[config.mk]
export PLATFORM = sky130hd
export DESIGN_NAME = operand_read
export DESIGN_NICKNAME = d
export VERILOG_FILES = /design/src/rtl/rf_pkg.sv /design/src/rtl/operand_read.sv
export SDC_FILE = /design/constraint.sdc
export NUM_CORES = 1
export LEC_CHECK = 0
export ABC_CLOCK_PERIOD_IN_PS = 1400
export BUFFER_PORTS_ARGS = -buffer_cell sky130_fd_sc_hd__buf_2
export CORE_AREA = 2 2 118 120
export CTS_CLUSTER_DIAMETER = 50
export DETAILED_ROUTE_END_ITERATION = 7
export DIE_AREA = 0 0 120 122
export PLACE_DENSITY = 0.67
export SLEW_MARGIN = 20
export SYNTH_ARGS = -nofsm -noshare
export SYNTH_HDL_FRONTEND = slang
export SYNTH_SLANG_ARGS = --single-unit
[constraint.sdc]
create_clock -name clk_i -period 1.4 [get_ports clk_i]
set_input_delay 0.42 -clock clk_i [delete_from_list [all_inputs] [get_ports clk_i]]
set_output_delay 0.42 -clock clk_i [all_outputs]
set_load 0.02 [all_outputs]
[src/rtl/rf_pkg.sv]
// Data word, physical register index and ALU opcode types, writeback lane count
`default_nettype none

package rf_pkg;

    // Integer datapath width
    typedef logic [63:0] xlen_t;

    // Physical register index, room for up to 64 entries
    typedef logic [5:0] phreg_t;

    // Writeback lanes into the register file
    // Lane 0 is the ALU result, lane 1 the load result
    localparam int NUM_WB = 2;

    // ALU operations carried from issue to execute
    typedef enum logic [2:0] {
        OP_ADD = 3'd0, // a + b
        OP_SUB = 3'd1, // a - b
        OP_AND = 3'd2, // Bitwise
        OP_OR  = 3'd3, // Bitwise
        OP_XOR = 3'd4, // Bitwise
        OP_SLL = 3'd5, // a << b[5:0]
        OP_SLT = 3'd6  // Signed a < b, result is 1 or 0
    } alu_op_e;

endpackage

`default_nettype wire

[src/rtl/operand_read.sv]
// Operand read stage, drives file read addresses and registers the issued op
`timescale 1ns/1ps
`default_nettype none

module operand_read #(
    parameter int NUM_PHREGS = 64               // Bound for source index check
) (
    input  logic            clk_i,
    input  logic            rst_n_i,
    // Issue side
    input  logic            issue_valid_i,
    input  rf_pkg::alu_op_e issue_op_i,
    input  rf_pkg::phreg_t  issue_src1_i,
    input  rf_pkg::phreg_t  issue_src2_i,
    input  rf_pkg::phreg_t  issue_dst_i,
    // Register file read ports
    output rf_pkg::phreg_t  read_addr1_o,
    output rf_pkg::phreg_t  read_addr2_o,
    input  rf_pkg::xlen_t   read_data1_i,
    input  rf_pkg::xlen_t   read_data2_i,
    // Toward execute
    output logic            ex_valid_o,
    output rf_pkg::alu_op_e ex_op_o,
    output rf_pkg::phreg_t  ex_dst_o,
    output rf_pkg::xlen_t   ex_opnd1_o,
    output rf_pkg::xlen_t   ex_opnd2_o
);

    // Sources index the file directly, data returns in the issue cycle
    assign read_addr1_o = issue_src1_i;
    assign read_addr2_o = issue_src2_i;

    // Stage valid
    always_ff @(posedge clk_i or negedge rst_n_i) begin
        if (!rst_n_i) begin
            ex_valid_o <= 1'b0;
        end else begin
            ex_valid_o <= issue_valid_i;
        end
    end

    // Payload captured only on issue, held otherwise
    always_ff @(posedge clk_i) begin
        if (issue_valid_i) begin
            ex_op_o    <= issue_op_i;
            ex_dst_o   <= issue_dst_i;
            ex_opnd1_o <= read_data1_i;         // Already includes bypass
            ex_opnd2_o <= read_data2_i;
        end
    end

    // Sources beyond the file size would read unallocated storage
    always_ff @(posedge clk_i) begin
        if (rst_n_i && issue_valid_i) begin
            assert ((int'(issue_src1_i) < NUM_PHREGS) && (int'(issue_src2_i) < NUM_PHREGS))
                else $error("operand_read: source index out of range");
        end
    end

endmodule

`default_nettype wire

# Word-level counts from Yosys, hierarchy flattened
# Cells that the tools add are included.
dict set report word_totals {
  ff_bits 138
  inputBits 152
  word_cells 5
}

# Longest topological paths before layout
dict set report depth {
  word_depth 0
  ltp_mapped 1
  depth_no_buf 0
}

# Least setup slack after synthesis
# Ideal clock, no wire load.
dict set report synth_path {
  kind {input-to-output}
  from {input issue_src1_i[0]}
  to {output read_addr1_o[0]}
  slack_ns 0.426
  cell_stages 1
  required_time_ns 0.980
  arrival_ns 0.554
  cell_sequence {buf_4}
}
# item line_no
set synth_rtl {}
lappend synth_rtl {{start, declared} operand_read.sv:13} ;# input rf_pkg::phreg_t issue_src1_i,
lappend synth_rtl {{end, declared} operand_read.sv:17} ;# output rf_pkg::phreg_t read_addr1_o,
# No word-level cell between the ends.

# Final worst setup path
dict set report layout_path {
  from {register ex_opnd1_o[56]}
  to {output ex_opnd1_o[56]}
}
# item line_no
set layout_rtl {}
lappend layout_rtl {{start, declared} operand_read.sv:25} ;# output rf_pkg::xlen_t ex_opnd1_o,
lappend layout_rtl {{start signal, assigned} operand_read.sv:47} ;# ex_opnd1_o <= read_data1_i;
# No word-level cell between the ends.

==> run_results.csv <==
group,metric,value,unit
outcome,outcome,"completed",
sta,relSlewSlack,77.2,%
logic_synthesis,syn-cell-area,0.00423,mm^2
cts,htreeDepth,4,
sta,fin_crit_sh,98.2,%
sta,tightest_slew,342,ps
floorplan,fp.dieH,122,um
logic_synthesis,ys_top_cells_by_area,"edfxtp_1 97%, buf_4 2.1%, dfrtp_1 0.59%",
route,drt_first_iter_violations,136,
route,routedWlPerCell,15.0,um
logic_synthesis,synth-seq-area-share,97.9,%
setup_path,path_cells,"buf_6",
logic_synthesis,synth_fp_nets,302,
finish,diodes,0,
setup_path,crit_buf_inv,1,
route,viasPerCell,4.02,
floorplan,rows,43,
grt,gr-usage-met3,6.55,%
grt,grt_pass1_vias,2527,
job,maxCapViolCount,0,
setup_path,startpoint_type,"register",
setup_path,crit_path_max_fanout,1,
sta,fmax,727,MHz
min_path,hold-path-endpoint,"ex_opnd1_o[13]",
placement,gp_congestion,0.744,
grt,grt_pass1_wl,13.0,mm
sta,slew_violations,0,
setup_path,worst_path_dominant_cell_family,"flip-flops",
logic_synthesis,ys_async_sr_fraction,0.725,%
finish,final_util,49.4,%
logic_synthesis,yosysMostFrequentCell,"edfxtp_1",
power_and_ir_drop,ir_worst_vdd,0.000885,V
route,drc,0,
logic_synthesis,ys_ff_latch,138,
sta,min_period,1370,ps
placement,dp_hpwl,7.12,mm
cts,clkSinkCount,138,
logic_synthesis,yosysUniqueCellTypes,3,
min_path,min_path_type,"input pin to register",
logic_synthesis,synthFlopType,"edfxtp_1",
setup_path,crit_type,"register to primary output",
route,antenna_left,0,
floorplan,floorplan.die_area,0.0146,mm^2
finish,multi_input_gates,0,
logic_synthesis,synth_edf_count,137,
power_and_ir_drop,powerDensity,1580,mW/mm^2
setup_path,crit_path_end_kind,"primary output",
finish,multi_input_area,0,um^2
sta,tns,0,ps
route,drt_first_pass_iters,4,
placement,io_buffers,277,
grt,grt_antenna_before_repair,0,
setup_path,cp.required,980,ps
cts,post_cts_buffers,0,
min_path,min_from,"read_data1_i[13]",
setup_path,crit_arrival,950,ps
grt,grt.overflow.total,0,
setup_path,cp_slowest_stage_delay,400,ps
power_and_ir_drop,p_leak,2.85,nW
sta,setup_violations,0,
finish,drive_gt1_share,68.5,%
logic_synthesis,syn_area_per_cell,28.2,um^2
setup_path,crit_slowest_cell,"edfxtp_1",
logic_synthesis,syn-instance-count,150,
route,drt_wl_total,9.48,mm
setup_path,worst-path-stages,1,
cts,cts_tree,"yes",
min_path,hold_depth,1,
sta,rsz0062_at_grt,"yes",
grt,met2_usage,20.5,%
grt,grt_use_met1,13.0,%
floorplan,start_util,31.3,%
logic_synthesis,synthTopCellsByCount,"137 x edfxtp_1, 12 x buf_4, 1 x dfrtp_1",
logic_synthesis,ys.warnings.count,0,
finish,final_nets,591,
cts,cts.path.max_buffers,2,
finish,syn_to_final_growth,57.8,%
sta,hold_violations,0,
floorplan,fp.coreArea,0.0135,mm^2
floorplan,ios,302,
cts,root_buffer,"clkbuf_16",
logic_synthesis,netlist.area_leader.share,97.3,%
finish,fill_cells,1150,
cts,clkTransAtPathRegs,60,ps
floorplan,die_w,120,um
logic_synthesis,yosysTopAreaCell,"edfxtp_1",
cts,cts_buffers,17,
grt,grtUsageTotal,12.5,%
grt,grt_max_degree,66,
grt,busiest_layer,"met2",
route,vias,2538,
## metal layers
metal / routed length, um / vias up
li1: - / 1169
met4: 227 / 0
met1: 3460 / 1180
met2: 4880 / 169
met5: 0 / -
met3: 916 / 20
## placed cells by master, fill, tap and decap left out
master / n
clkinv_1: 3
dfrtp_1: 1
bufinv_16: 3
buf_12: 2
dlygate4sd3_1: 1
buf_2: 235
clkinv_4: 2
buf_6: 41
inv_8: 1
clkinvlp_4: 2
edfxtp_1: 137
buf_4: 3
inv_6: 3
clkbuf_16: 17
## area by class of cell
| cell class | instances | area [um^2] | share of cell area, % |
|---|---|---|---|
| timing repair buffer | 282 | 1710 | 25.6 |
| clock inverter | 14 | 171 | 2.57 |
| tap | 180 | 225 | 3.38 |
| sequential | 138 | 4140 | 62.0 |
| clock buffer | 17 | 425 | 6.38 |
## where the power goes
group,switching (mW),total [mW],leakage (nW),internal (mW)
Clock,1.63,4.43,0.285,2.80
Sequential,0.0957,5.01,1.35,4.91
Combinational,0.660,1.12,1.21,0.463
Total,2.38,10.6,2.85,8.18
## flip-flops by register name, indices dropped and copies added, names as in the netlist
name,flops
ex_op_o,3
ex_valid_o,1
ex_opnd2_o,64
ex_dst_o,6
ex_opnd1_o,64
## through the flow
stage / area (um^2) / hold WS, ps / power, mW / std cells / setup WS (ps)
finish: 6670 / 190 / 10.6 / 631 / 25.0
global route: 6670 / 154 / 10.9 / 631 / -27.9
CTS: 6430 / 163 / 10.6 / 631 / -5.93
detailed placement: 5810 / 198 / 6.10 / 599 / 139
global placement: 5810 / 196 / 6.07 / 599 / 166
floorplan: 4230 / 124 / 5.56 / 150 / 426
## kinds of logic (layout without fill, tap and decap cells)
| family | Yosys count | after routing | synth area share (%) |
|---|---|---|---|
| buf+inv | 12 | 313 | 2.13 |
| flops | 138 | 138 | 97.9 |
## what timing repair did
| item | in CTS | in global routing |
|---|---|---|
| setup endpoints to repair | 4 | 52 |
| endpoints found under the hold margin | 1 | 0 |
| hold buffers | 1 | 0 |
| pin swaps | 0 | 0 |
| resized for setup | 4 | 79 |
## worst max-delay path by stage
stage | start | endpoint | slack, ps
global route | ex_opnd1_o[56] | ex_opnd1_o[56] | -30
floorplan | issue_src1_i[0] | read_addr1_o[0] | 430
CTS | ex_opnd2_o[0] | ex_opnd2_o[0] | -6
finish | ex_opnd1_o[56] | ex_opnd1_o[56] | 30
detailed placement | issue_valid_i | ex_opnd2_o[55] | 140
global placement | issue_valid_i | ex_opnd2_o[62] | 170
Note: power is estimated with default switching activity, not from simulation.
