### src/rtl/rf_pkg.sv
// Data word, physical register index and ALU opcode types, writeback lane count
`default_nettype none

package rf_pkg;

    // Integer datapath width
    typedef logic [63:0] xlen_t;

    // Physical register index, room for up to 64 entries
    typedef logic [5:0] phreg_t;

    // Writeback lanes into the register file
    // Lane 0 is the ALU result, lane 1 the load result
    localparam int NUM_WB = 2;

    // ALU operations carried from issue to execute
    typedef enum logic [2:0] {
        OP_ADD = 3'd0, // a + b
        OP_SUB = 3'd1, // a - b
        OP_AND = 3'd2, // Bitwise
        OP_OR  = 3'd3, // Bitwise
        OP_XOR = 3'd4, // Bitwise
        OP_SLL = 3'd5, // a << b[5:0]
        OP_SLT = 3'd6  // Signed a < b, result is 1 or 0
    } alu_op_e;

endpackage

`default_nettype wire

### src/rtl/wb_if.sv
// Writeback lane bundle with producer and register file modports
`timescale 1ns/1ps
`default_nettype none

interface wb_if;
    import rf_pkg::*;

    // One enable, destination and data word per lane
    logic   [NUM_WB-1:0] we;
    phreg_t [NUM_WB-1:0] addr;
    xlen_t  [NUM_WB-1:0] data;

    // ALU/load stage side, drives every lane
    modport prod (
        output we,
        output addr,
        output data
    );

    // Register file side, writes at the clock edge and bypasses in the same cycle
    modport file (
        input we,
        input addr,
        input data
    );

endinterface

`default_nettype wire

### src/rtl/alu_writeback.sv
// Execute and writeback stage, ALU result onto lane 0 and load result onto lane 1
`timescale 1ns/1ps
`default_nettype none

module alu_writeback (
    input  logic            clk_i,
    input  logic            rst_n_i,
    // Registered op from operand read
    input  logic            ex_valid_i,
    input  rf_pkg::alu_op_e ex_op_i,
    input  rf_pkg::phreg_t  ex_dst_i,
    input  rf_pkg::xlen_t   ex_opnd1_i,
    input  rf_pkg::xlen_t   ex_opnd2_i,
    // External load completion
    input  logic            load_valid_i,
    input  rf_pkg::phreg_t  load_dst_i,
    input  rf_pkg::xlen_t   load_data_i,
    // Writeback lanes into the file
    wb_if.prod              wb,
    // Result report, mirrors lane 0
    output logic            result_valid_o,
    output rf_pkg::phreg_t  result_dst_o,
    output rf_pkg::xlen_t   result_data_o
);
    import rf_pkg::*;

    localparam int LANE_ALU = 0;
    localparam int LANE_LD  = 1;

    xlen_t             alu_result;
    logic   [NUM_WB-1:0] lane_we_q;             // Control, reset
    phreg_t [NUM_WB-1:0] lane_addr_q;           // Payload, no reset
    xlen_t  [NUM_WB-1:0] lane_data_q;

    // ALU
    always_comb begin
        case (ex_op_i)
            OP_ADD:  alu_result = ex_opnd1_i + ex_opnd2_i;
            OP_SUB:  alu_result = ex_opnd1_i - ex_opnd2_i;
            OP_AND:  alu_result = ex_opnd1_i & ex_opnd2_i;
            OP_OR:   alu_result = ex_opnd1_i | ex_opnd2_i;
            OP_XOR:  alu_result = ex_opnd1_i ^ ex_opnd2_i;
            OP_SLL:  alu_result = ex_opnd1_i << ex_opnd2_i[5:0];  // Low 6 bits only
            OP_SLT:  alu_result = {63'b0, $signed(ex_opnd1_i) < $signed(ex_opnd2_i)};
            default: alu_result = '0;           // Unused encoding
        endcase
    end

    // Lane enables, one cycle after their strobes
    always_ff @(posedge clk_i or negedge rst_n_i) begin
        if (!rst_n_i) begin
            lane_we_q <= '0;
        end else begin
            lane_we_q[LANE_ALU] <= ex_valid_i;
            lane_we_q[LANE_LD]  <= load_valid_i;
        end
    end

    // Lane payloads, loaded only with their strobes
    always_ff @(posedge clk_i) begin
        if (ex_valid_i) begin
            lane_addr_q[LANE_ALU] <= ex_dst_i;  // Register 0 kept, file drops it
            lane_data_q[LANE_ALU] <= alu_result;
        end
        if (load_valid_i) begin
            lane_addr_q[LANE_LD] <= load_dst_i;
            lane_data_q[LANE_LD] <= load_data_i;
        end
    end

    assign wb.we   = lane_we_q;
    assign wb.addr = lane_addr_q;
    assign wb.data = lane_data_q;

    assign result_valid_o = lane_we_q[LANE_ALU];
    assign result_dst_o   = lane_addr_q[LANE_ALU];
    assign result_data_o  = lane_data_q[LANE_ALU];

endmodule

`default_nettype wire

### src/flat_wrapper.sv
// flat-port wrapper written by rule: the top's interface ports become plain ports
module alu_writeback_flat import rf_pkg::*;
  (clk_i, rst_n_i, ex_valid_i, ex_op_i, ex_dst_i, ex_opnd1_i, ex_opnd2_i, load_valid_i, load_dst_i, load_data_i, result_valid_o, result_dst_o, result_data_o, wb_we, wb_addr, wb_data);
  wb_if wb_i ();
  input  logic clk_i;
  input  logic rst_n_i;
  input  logic ex_valid_i;
  input  rf_pkg::alu_op_e ex_op_i;
  input  rf_pkg::phreg_t ex_dst_i;
  input  rf_pkg::xlen_t ex_opnd1_i;
  input  rf_pkg::xlen_t ex_opnd2_i;
  input  logic load_valid_i;
  input  rf_pkg::phreg_t load_dst_i;
  input  rf_pkg::xlen_t load_data_i;
  output logic result_valid_o;
  output rf_pkg::phreg_t result_dst_o;
  output rf_pkg::xlen_t result_data_o;
  output wire logic [$bits(wb_i.we)-1:0] wb_we;
  output wire logic [$bits(wb_i.addr)-1:0] wb_addr;
  output wire logic [$bits(wb_i.data)-1:0] wb_data;
  assign wb_we = wb_i.we;
  assign wb_addr = wb_i.addr;
  assign wb_data = wb_i.data;
  alu_writeback u_core (.clk_i(clk_i), .rst_n_i(rst_n_i), .ex_valid_i(ex_valid_i), .ex_op_i(ex_op_i), .ex_dst_i(ex_dst_i), .ex_opnd1_i(ex_opnd1_i), .ex_opnd2_i(ex_opnd2_i), .load_valid_i(load_valid_i), .load_dst_i(load_dst_i), .load_data_i(load_data_i), .wb(wb_i), .result_valid_o(result_valid_o), .result_dst_o(result_dst_o), .result_data_o(result_data_o));
endmodule
### config.mk
export PLATFORM = sky130hd
export DESIGN_NAME = alu_writeback_flat
export DESIGN_NICKNAME = d
export VERILOG_FILES = /design/src/rtl/rf_pkg.sv /design/src/rtl/wb_if.sv /design/src/rtl/alu_writeback.sv /design/src/flat_wrapper.sv
export SDC_FILE = /design/constraint.sdc
export NUM_CORES = 1
export LEC_CHECK = 0
export ABC_AREA = 1
export BUFFER_PORTS_ARGS = -buffer_cell sky130_fd_sc_hd__buf_2
export CORE_MARGIN = 3
export CORE_UTILIZATION = 50
export DETAILED_ROUTE_END_ITERATION = 12
export PLACE_DENSITY_LB_ADDON = 0.3
export SLEW_MARGIN = 25
export SYNTH_ARGS = -nofsm -noshare
export SYNTH_HDL_FRONTEND = slang
export SYNTH_SLANG_ARGS = --single-unit
### constraint.sdc
create_clock -name clk_i -period 1 [get_ports clk_i]
set_clock_uncertainty 0.2 [all_clocks]
set_input_delay 0.15 -clock clk_i [delete_from_list [all_inputs] [get_ports clk_i]]
set_output_delay 0.15 -clock clk_i [all_outputs]
set_load 0.1 [all_outputs]
==> results.cfg, run 1 <==
[outcome]
status = stopped before the end
haltStage = global routing (5_1_grt)
firstError = [ERROR GRT-0116] Global routing finished with congestion. Check the congestion regions in the DRC Viewer.

[synthesis]
synth_nets = 4641
syn_avg_cell_area_um2 = 5.73
synth_edf_count = 140
yosys_warnings = 0
synth.distinct_cells = 45
netlist_instances = 4205
synthArstFlopShare = 0.0141
synth_ff_type = edfxtp_1
netlist_area_mm2 = 0.0241
yosysSeqAreaShare = 0.176
ys_ff_latch = 142

[clocking]
numClockSinks = 142
cts_root_buf = clkbuf_16
htreeDepth = 4
clockBufferDepth = 2
cts_buffers = 17

[floorplanning]
num_io_pins = 424
die_h_um = 226
initial_core_util = 0.513
die_w_um = 226
rows = 79

[global_routing]
grt_start_max_net_pins = 61
grtUsageTotal = 0.732
grt_pass1_vias = 42487
grt_overflow = 147
grt_pass1_wl_um = 278000

[placement]
dpl_cell_area_mm2 = 0.0356
hpwlAfterDp_um = 111000
place.gp.congestion = 1.17
io_buffers = 423
pre_cts_slack_ns = -1.95
[what timing repair did]
| action | 4_1_cts |
|---|---|
| setup buffers | 74 |
| resized for setup | 1153 |
| hold buffers | 79 |
| gates cloned | 2 |
| hold endpoints to repair | 97 |
| setup endpoints to repair | 277 |
| pin swaps | 227 |
[routing by layer]
metal,track usage,GRT overflow
met5,0.397,0
met4,0.658,79
met3,0.597,1
met2,0.891,58
met1,0.744,9
[stage by stage]
step | setup TNS, ns | std cells
after floorplan | -153.31 | 4205
after global placement | -113.88 | 5836
after detailed placement | -119.00 | 5836
after CTS | -169.16 | 6020
[kinds of logic after synthesis]
family | count (synthesis) | synth area share
compound gates | 497 | 0.119
xor+xnor | 2 | 0.000726
fa+ha+maj | 225 | 0.117
buf+inv | 1002 | 0.178
flops | 142 | 0.176
simple gates | 2337 | 0.408
[cell usage after synthesis, types with 10 or more instances]
master | number | area (um^2)
inv_2 | 21 | 78.8
buf_1 | 20 | 75.1
nand3_2 | 12 | 120
edfxtp_1 | 140 | 4200
nand3_1 | 501 | 2510
nor2_1 | 307 | 1150
nand3b_1 | 12 | 90.1
o22ai_1 | 43 | 269
o21ai_1 | 17 | 85.1
o21ai_0 | 111 | 556
clkbuf_1 | 27 | 101
nor3_1 | 16 | 80.1
ha_1 | 223 | 2790
o211ai_1 | 67 | 503
nand2_2 | 22 | 138
buf_2 | 72 | 360
nand4_1 | 33 | 206
a221oi_1 | 14 | 123
a21oi_1 | 198 | 991
inv_1 | 755 | 2830
buf_6 | 19 | 214
nor2_2 | 20 | 125
nand2_1 | 1393 | 5230
buf_4 | 77 | 578
a31oi_1 | 16 | 100
o21bai_1 | 10 | 75.1
==> run 2, diff against run 1 <==
Settings changed: CORE_UTILIZATION 50 to 35, PLACE_DENSITY_LB_ADDON 0.3 to 0.15.
==> run 2 against run 1 <==
  * The flow now finishes, with violations (hold timing, setup timing)
  * Area after synthesis stayed put
  * Synthesized cell count is the same
==> results.cfg, run 2 <==
[clocking]
cts_root_buf = clkbuf_16
clockBufferDepth = 2
htreeDepth = 4
cts_buffers = 17
numClockSinks = 142
cts.clk_slew.worst_paths_ns = 0.08
tritoncts = built
ctsHoldBuffers = 78

[timing]
worst_slack_ns = -1.01
whs_ns = -0.0917
final.min_clock_period_ns = 2.01
relSlewSlack = 0.465
min_period_over_period = 2.01
final-hold-violation-count = 37
max_freq_mhz = 498
setup_viol = 277
grt_setup_unrepaired = true
worst_pin_slew_ns = 0.803
final_max_slew_viol_count = 0

[synthesis]
synth_ff_type = edfxtp_1
yosys.cell_count.top_type = nand2_1
synthArstFlopShare = 0.0141
synth.area.top_cells = nand2_1 22%, edfxtp_1 17%, inv_1 12%
syn_avg_cell_area_um2 = 5.73
synth_area_leader_cell = nand2_1
synth_edf_count = 140
yosys_warnings = 0
netlist_instances = 4205
yosysTopAreaCellShare = 0.217
netlist_area_mm2 = 0.0241
synth.distinct_cells = 45
synthTopCellsByCount = 1,393 x nand2_1, 755 x inv_1, 501 x nand3_1, 307 x nor2_1, 223 x ha_1
yosysSeqAreaShare = 0.176
synth_nets = 4641
ys_ff_latch = 142

[finish]
final_layout_size_suffix_gt1_frac = 0.474
fin_nets = 5896
areaGrowthSynthToFinish_pct = 81.2
final_common_cell = nand2_1
fin_cells = 6347
final_util = 0.645
fillers = 6243
final_cell_mix = 1,022 x nand2_1, 876 x buf_4, 543 x inv_1

[global_routing]
grt_start_max_net_pins = 60
antenna_found_initial = 5
grtUsageTotal = 0.385
grt_pass1_wl_um = 202000
grt_pass1_vias = 31281
grt_overflow = 0

[outcome]
violations = hold timing, setup timing
status = finished, violations left

[floorplanning]
die_w_um = 268
dieArea_mm2 = 0.0721
die_h_um = 268
initial_core_util = 0.356
core-area_mm2 = 0.0678
rows = 95
num_io_pins = 424

[worst_setup_path]
critPathMaxFanout = 6
startpoint_type = input port
arrival_ns = 2.04
endpoint_kind = flop
critPathKind = input port to flop
required_ns = 1.03

[route]
drtIter0Drc = 3155
first_pass_iters = 6
routed_wl_um = 144000
drc = 0
vias_per_cell = 5.29
route.detailed.wl_per_inst_um = 22.7
detail-route-antenna-nets = 0
vias = 33563

[job]
maxCapViolations = 0

[placement]
place.gp.congestion = 1.06
dp.cells = 6134
io_buffers = 423
hpwlAfterDp_um = 120000

[power_and_ir_drop]
finalPower_uw = 46700
power.leakage_uw = 0.0220
p_per_area_mw_per_mm2 = 1070
peakVddDrop_v = 0.00103

[min_path]
hold_path_depth = 2
hp-class = input port to flop
run 2: timing repair:
action	in CTS	in global routing
endpoints found under the hold margin	189	45
setup endpoints to repair	277	277
cloned	4	3
setup buffers	72	24
resized for setup	1183	405
pin swaps	241	179
run 2: critical path: stages:
cell and delay (ns):
buf_12 0.12, ha_4 0.16, inv_4 0.04, fa_2 0.37, inv_2 0.10, buf_6 0.10, nand2_4 0.04, nand3_4 0.14
nand2_4 0.07, nand2_4 0.09, buf_4 0.12, buf_6 0.10, nor2_1 0.05, a211oi_2 0.24, o21ai_1 0.12
run 2: cell type report:
| cell class | count | area, um^2 | share of cell area |
|---|---|---|---|
| diodes | 1 | 2.50 | 0.0000573 |
| clock buffers | 17 | 425 | 0.00974 |
| clock inverters | 15 | 206 | 0.00473 |
| inverters | 780 | 3070 | 0.0704 |
| multi-input cells | 3061 | 20200 | 0.463 |
| flip-flops and latches | 142 | 4260 | 0.0975 |
| well taps | 873 | 1090 | 0.0250 |
| repair buffers | 1458 | 14400 | 0.330 |
run 2: power breakdown:
part | switching, uW | internal (uW) | total [uW]
clock network | 3000 | 4210 | 7200
logic | 19500 | 11800 | 31300
registers | 865 | 7310 | 8180
total | 23400 | 23300 | 46700
run 2: cell families (layout without fill, tap and decap cells):
kind of cell,count (synthesis),in the layout,synth area share
simple gates,2337,2337,0.408
buf+inv,1002,2270,0.178
compound gates,497,497,0.119
fa+ha+maj,225,225,0.117
flops,142,142,0.176
xor+xnor,2,2,0.000726
other cells,0,1,0
run 2: worst paths after layout:
path | from | to | slack (ns)
max in group asynchronous | rst_n_i | u_core.wb.we[0] | 0.14
worst min-delay path | ex_valid_i | u_core.wb.we[0] | -0.09
worst max-delay path | ex_opnd2_i[0] | u_core.result_data_o[10] | -1.01
min in group asynchronous | rst_n_i | u_core.wb.we[0] | 0.32
run 2: through the flow:
step	setup WS (ns)	hold slack (ns)	TNS, ns	cell area (um^2)
6_report	-1.01	-0.0917	-163.04	43700
5_1_grt	-0.990	-0.118	-172.16	43700
4_1_cts	-0.872	-0.128	-163.05	42100
3_5_place_dp	-1.83	-0.263	-119.97	36200
3_3_place_gp	-1.83	-0.264	-118.77	36200
2_1_floorplan	-1.26	-0.346	-153.31	25400
run 2: metal layers:
layer / share of wire / wire [um] / global-route usage / vias up
met5: 0.00019 / 27 / 0 / -
met4: 0.046 / 6600 / 0.153 / 4
met3: 0.11 / 15900 / 0.0848 / 269
met2: 0.42 / 60900 / 0.583 / 1868
met1: 0.42 / 60900 / 0.530 / 15648
li1: - / - / - / 15774
No activity file was read; power rests on OpenSTA's default activity.
==> run 3, diff against run 2 <==
Settings changed: CORE_ASPECT_RATIO set to 0.75.
Clock period 1 ns to 1.6 ns, I/O delays scaled along.
==> run 3 against run 2 <==
  * The run ends with setup timing left
  * Setup slack better by 0.31 ns
  * Critical path depth is 1 lower
  * Non-clock buffer count is 22 lower
  * Hold slack better by 0.27 ns
  * Largest cell class unchanged
==> results.cfg, run 3 (synthesis results as in run 2) <==
[worst_setup_path]
path_depth = 14
crit_path_max_incr_delay_ns = 0.34
crit_path_start = ex_opnd2_i[0]
startpoint_type = input port
crit_slowest_cell = nand4_1
critPathMaxFanout = 6
crit_family = simple AND/OR/NAND/NOR gates
arrival_ns = 2.24
endpoint_kind = flop
required_ns = 1.53
critPathKind = input port to flop
worstPathCellList = buf_8 > buf_8 > buf_12 > buf_6 > nand2_1 > o21ai_4 > nand2_1 > nand3_1 > nand3_1 > nand2_1 > nand2_1 > buf_4 > nand3_1 > nand4_1
crit_path_frequent_cell = nand2_1
critPathBufInv = 5
endpoint = u_core.result_data_o[23]

[floorplanning]
core-area_mm2 = 0.0675
rows = 82
die_h_um = 233
num_io_pins = 424
die_w_um = 309
dieArea_mm2 = 0.0721
initial_core_util = 0.357

[global_routing]
grt_pass1_vias = 30275
grt_overflow = 0
grtUsageTotal = 0.394
antenna_found_initial = 5
grt_start_max_net_pins = 62
grt_pass1_wl_um = 204000

[route]
route.detailed.wl_per_inst_um = 23.5
first_pass_iters = 6
drc = 0
vias_per_cell = 5.31
detail-route-antenna-nets = 0
vias = 33669
drtIter0Drc = 4317
routed_wl_um = 149000

[finish]
fin_nets = 5874
final_layout_size_suffix_gt1_frac = 0.455
fillers = 6459
final_cell_mix = 1,071 x nand2_1, 840 x buf_4, 615 x inv_1
areaGrowthSynthToFinish_pct = 73.5
final_common_cell = nand2_1

[outcome]
status = finished, violations left
violations = setup timing

[placement]
hpwlAfterDp_um = 122000
place.gp.congestion = 1.04
io_buffers = 423
pre_cts_slack_ns = -1.34

[timing]
relSlewSlack = 0.355
worst_slack_ns = -0.703
min_period_over_period = 1.44
setup_viol = 126
final_max_slew_viol_count = 0
worst_pin_slew_ns = 0.960
final-hold-violation-count = 0
max_freq_mhz = 434
final.min_clock_period_ns = 2.30
grt_setup_unrepaired = true

[power_and_ir_drop]
peakVddDrop_v = 0.000859
p_per_area_mw_per_mm2 = 673
finalPower_uw = 28200
power.leakage_uw = 0.0214

[job]
maxCapViolations = 0

[clocking]
cts_root_buf = clkbuf_16
cts_buffers = 17
numClockSinks = 142
cts.clk_slew.worst_paths_ns = 0.08
htreeDepth = 4
clockBufferDepth = 2
tritoncts = built

[min_path]
hp-class = input port to flop
-- run 3: worst min-delay path, stage by stage --
cell     delay, ns
buf_8         0.10
inv_4         0.05
ha_4          0.19
nand2_1       0.07
nand4_1       0.11
-- run 3: final cells by class --
cell class / count / area [um^2] / area share
timing repair buffer: 1436 / 12600 / 0.301
sequential: 142 / 4260 / 0.102
multi-input combinational: 3061 / 20300 / 0.485
clock inverter: 13 / 130 / 0.00311
antenna: 4 / 10.0 / 0.000239
clock buffer: 19 / 433 / 0.0103
tap: 882 / 1100 / 0.0264
inverter: 780 / 3030 / 0.0725
-- run 3: layer usage --
layer	up-vias	global-route usage	wire [um]
met3	178	0.169	23500
met4	2	0.0821	3190
met2	1936	0.516	56600
met1	15798	0.584	65600
met5	-	0.0123	117
li1	15755	-	-
-- run 3: worst min path at each step --
stage / from / endpoint / slack, ns / cells past startpoint
floorplan: rst_n_i / u_core.wb.we[0] / -0.26 / 0
global placement: rst_n_i / u_core.wb.we[1] / -0.17 / 1
detailed placement: rst_n_i / u_core.wb.we[1] / -0.17 / 1
CTS: ex_opnd1_i[12] / u_core.result_data_o[12] / 0.15 / 5
global route: ex_opnd1_i[6] / u_core.result_data_o[6] / 0.17 / 5
finish: ex_opnd1_i[6] / u_core.result_data_o[6] / 0.18 / 5
-- run 3: power by group --
part / total (uW) / internal (uW) / switching, uW / leakage, uW
clock network: 4300 / 2170 / 2120 / 0.000261
logic: 19000 / 6530 / 12500 / 0.0197
registers: 4860 / 4550 / 307 / 0.00139
total: 28200 / 13300 / 14900 / 0.0214
-- run 3: through the flow --
| stage | utilization | TNS [ns] | instance area (um^2) | hold WS (ns) | cells |
|---|---|---|---|---|---|
| 6_report | 0.620 | -33.18 | 41800 | 0.181 | 6337 |
| 5_1_grt | 0.620 | -38.51 | 41800 | 0.174 | 6334 |
| 4_1_cts | 0.584 | -26.70 | 39500 | 0.151 | 6293 |
| 3_5_place_dp | 0.498 | -73.40 | 33600 | -0.173 | 6140 |
| 3_3_place_gp | 0.498 | -72.83 | 33600 | -0.172 | 6140 |
| 2_1_floorplan | - | -45.15 | 25400 | -0.256 | 4205 |
-- run 3: what timing repair did --
action                     in CTS  in global routing
hold buffers                   80                  0
hold endpoints to repair       97                  0
pin swaps                     194                237
setup buffers                  48                 46
gates cloned                    2                  2
setup endpoints to repair     276                212
resized for setup            1185                576
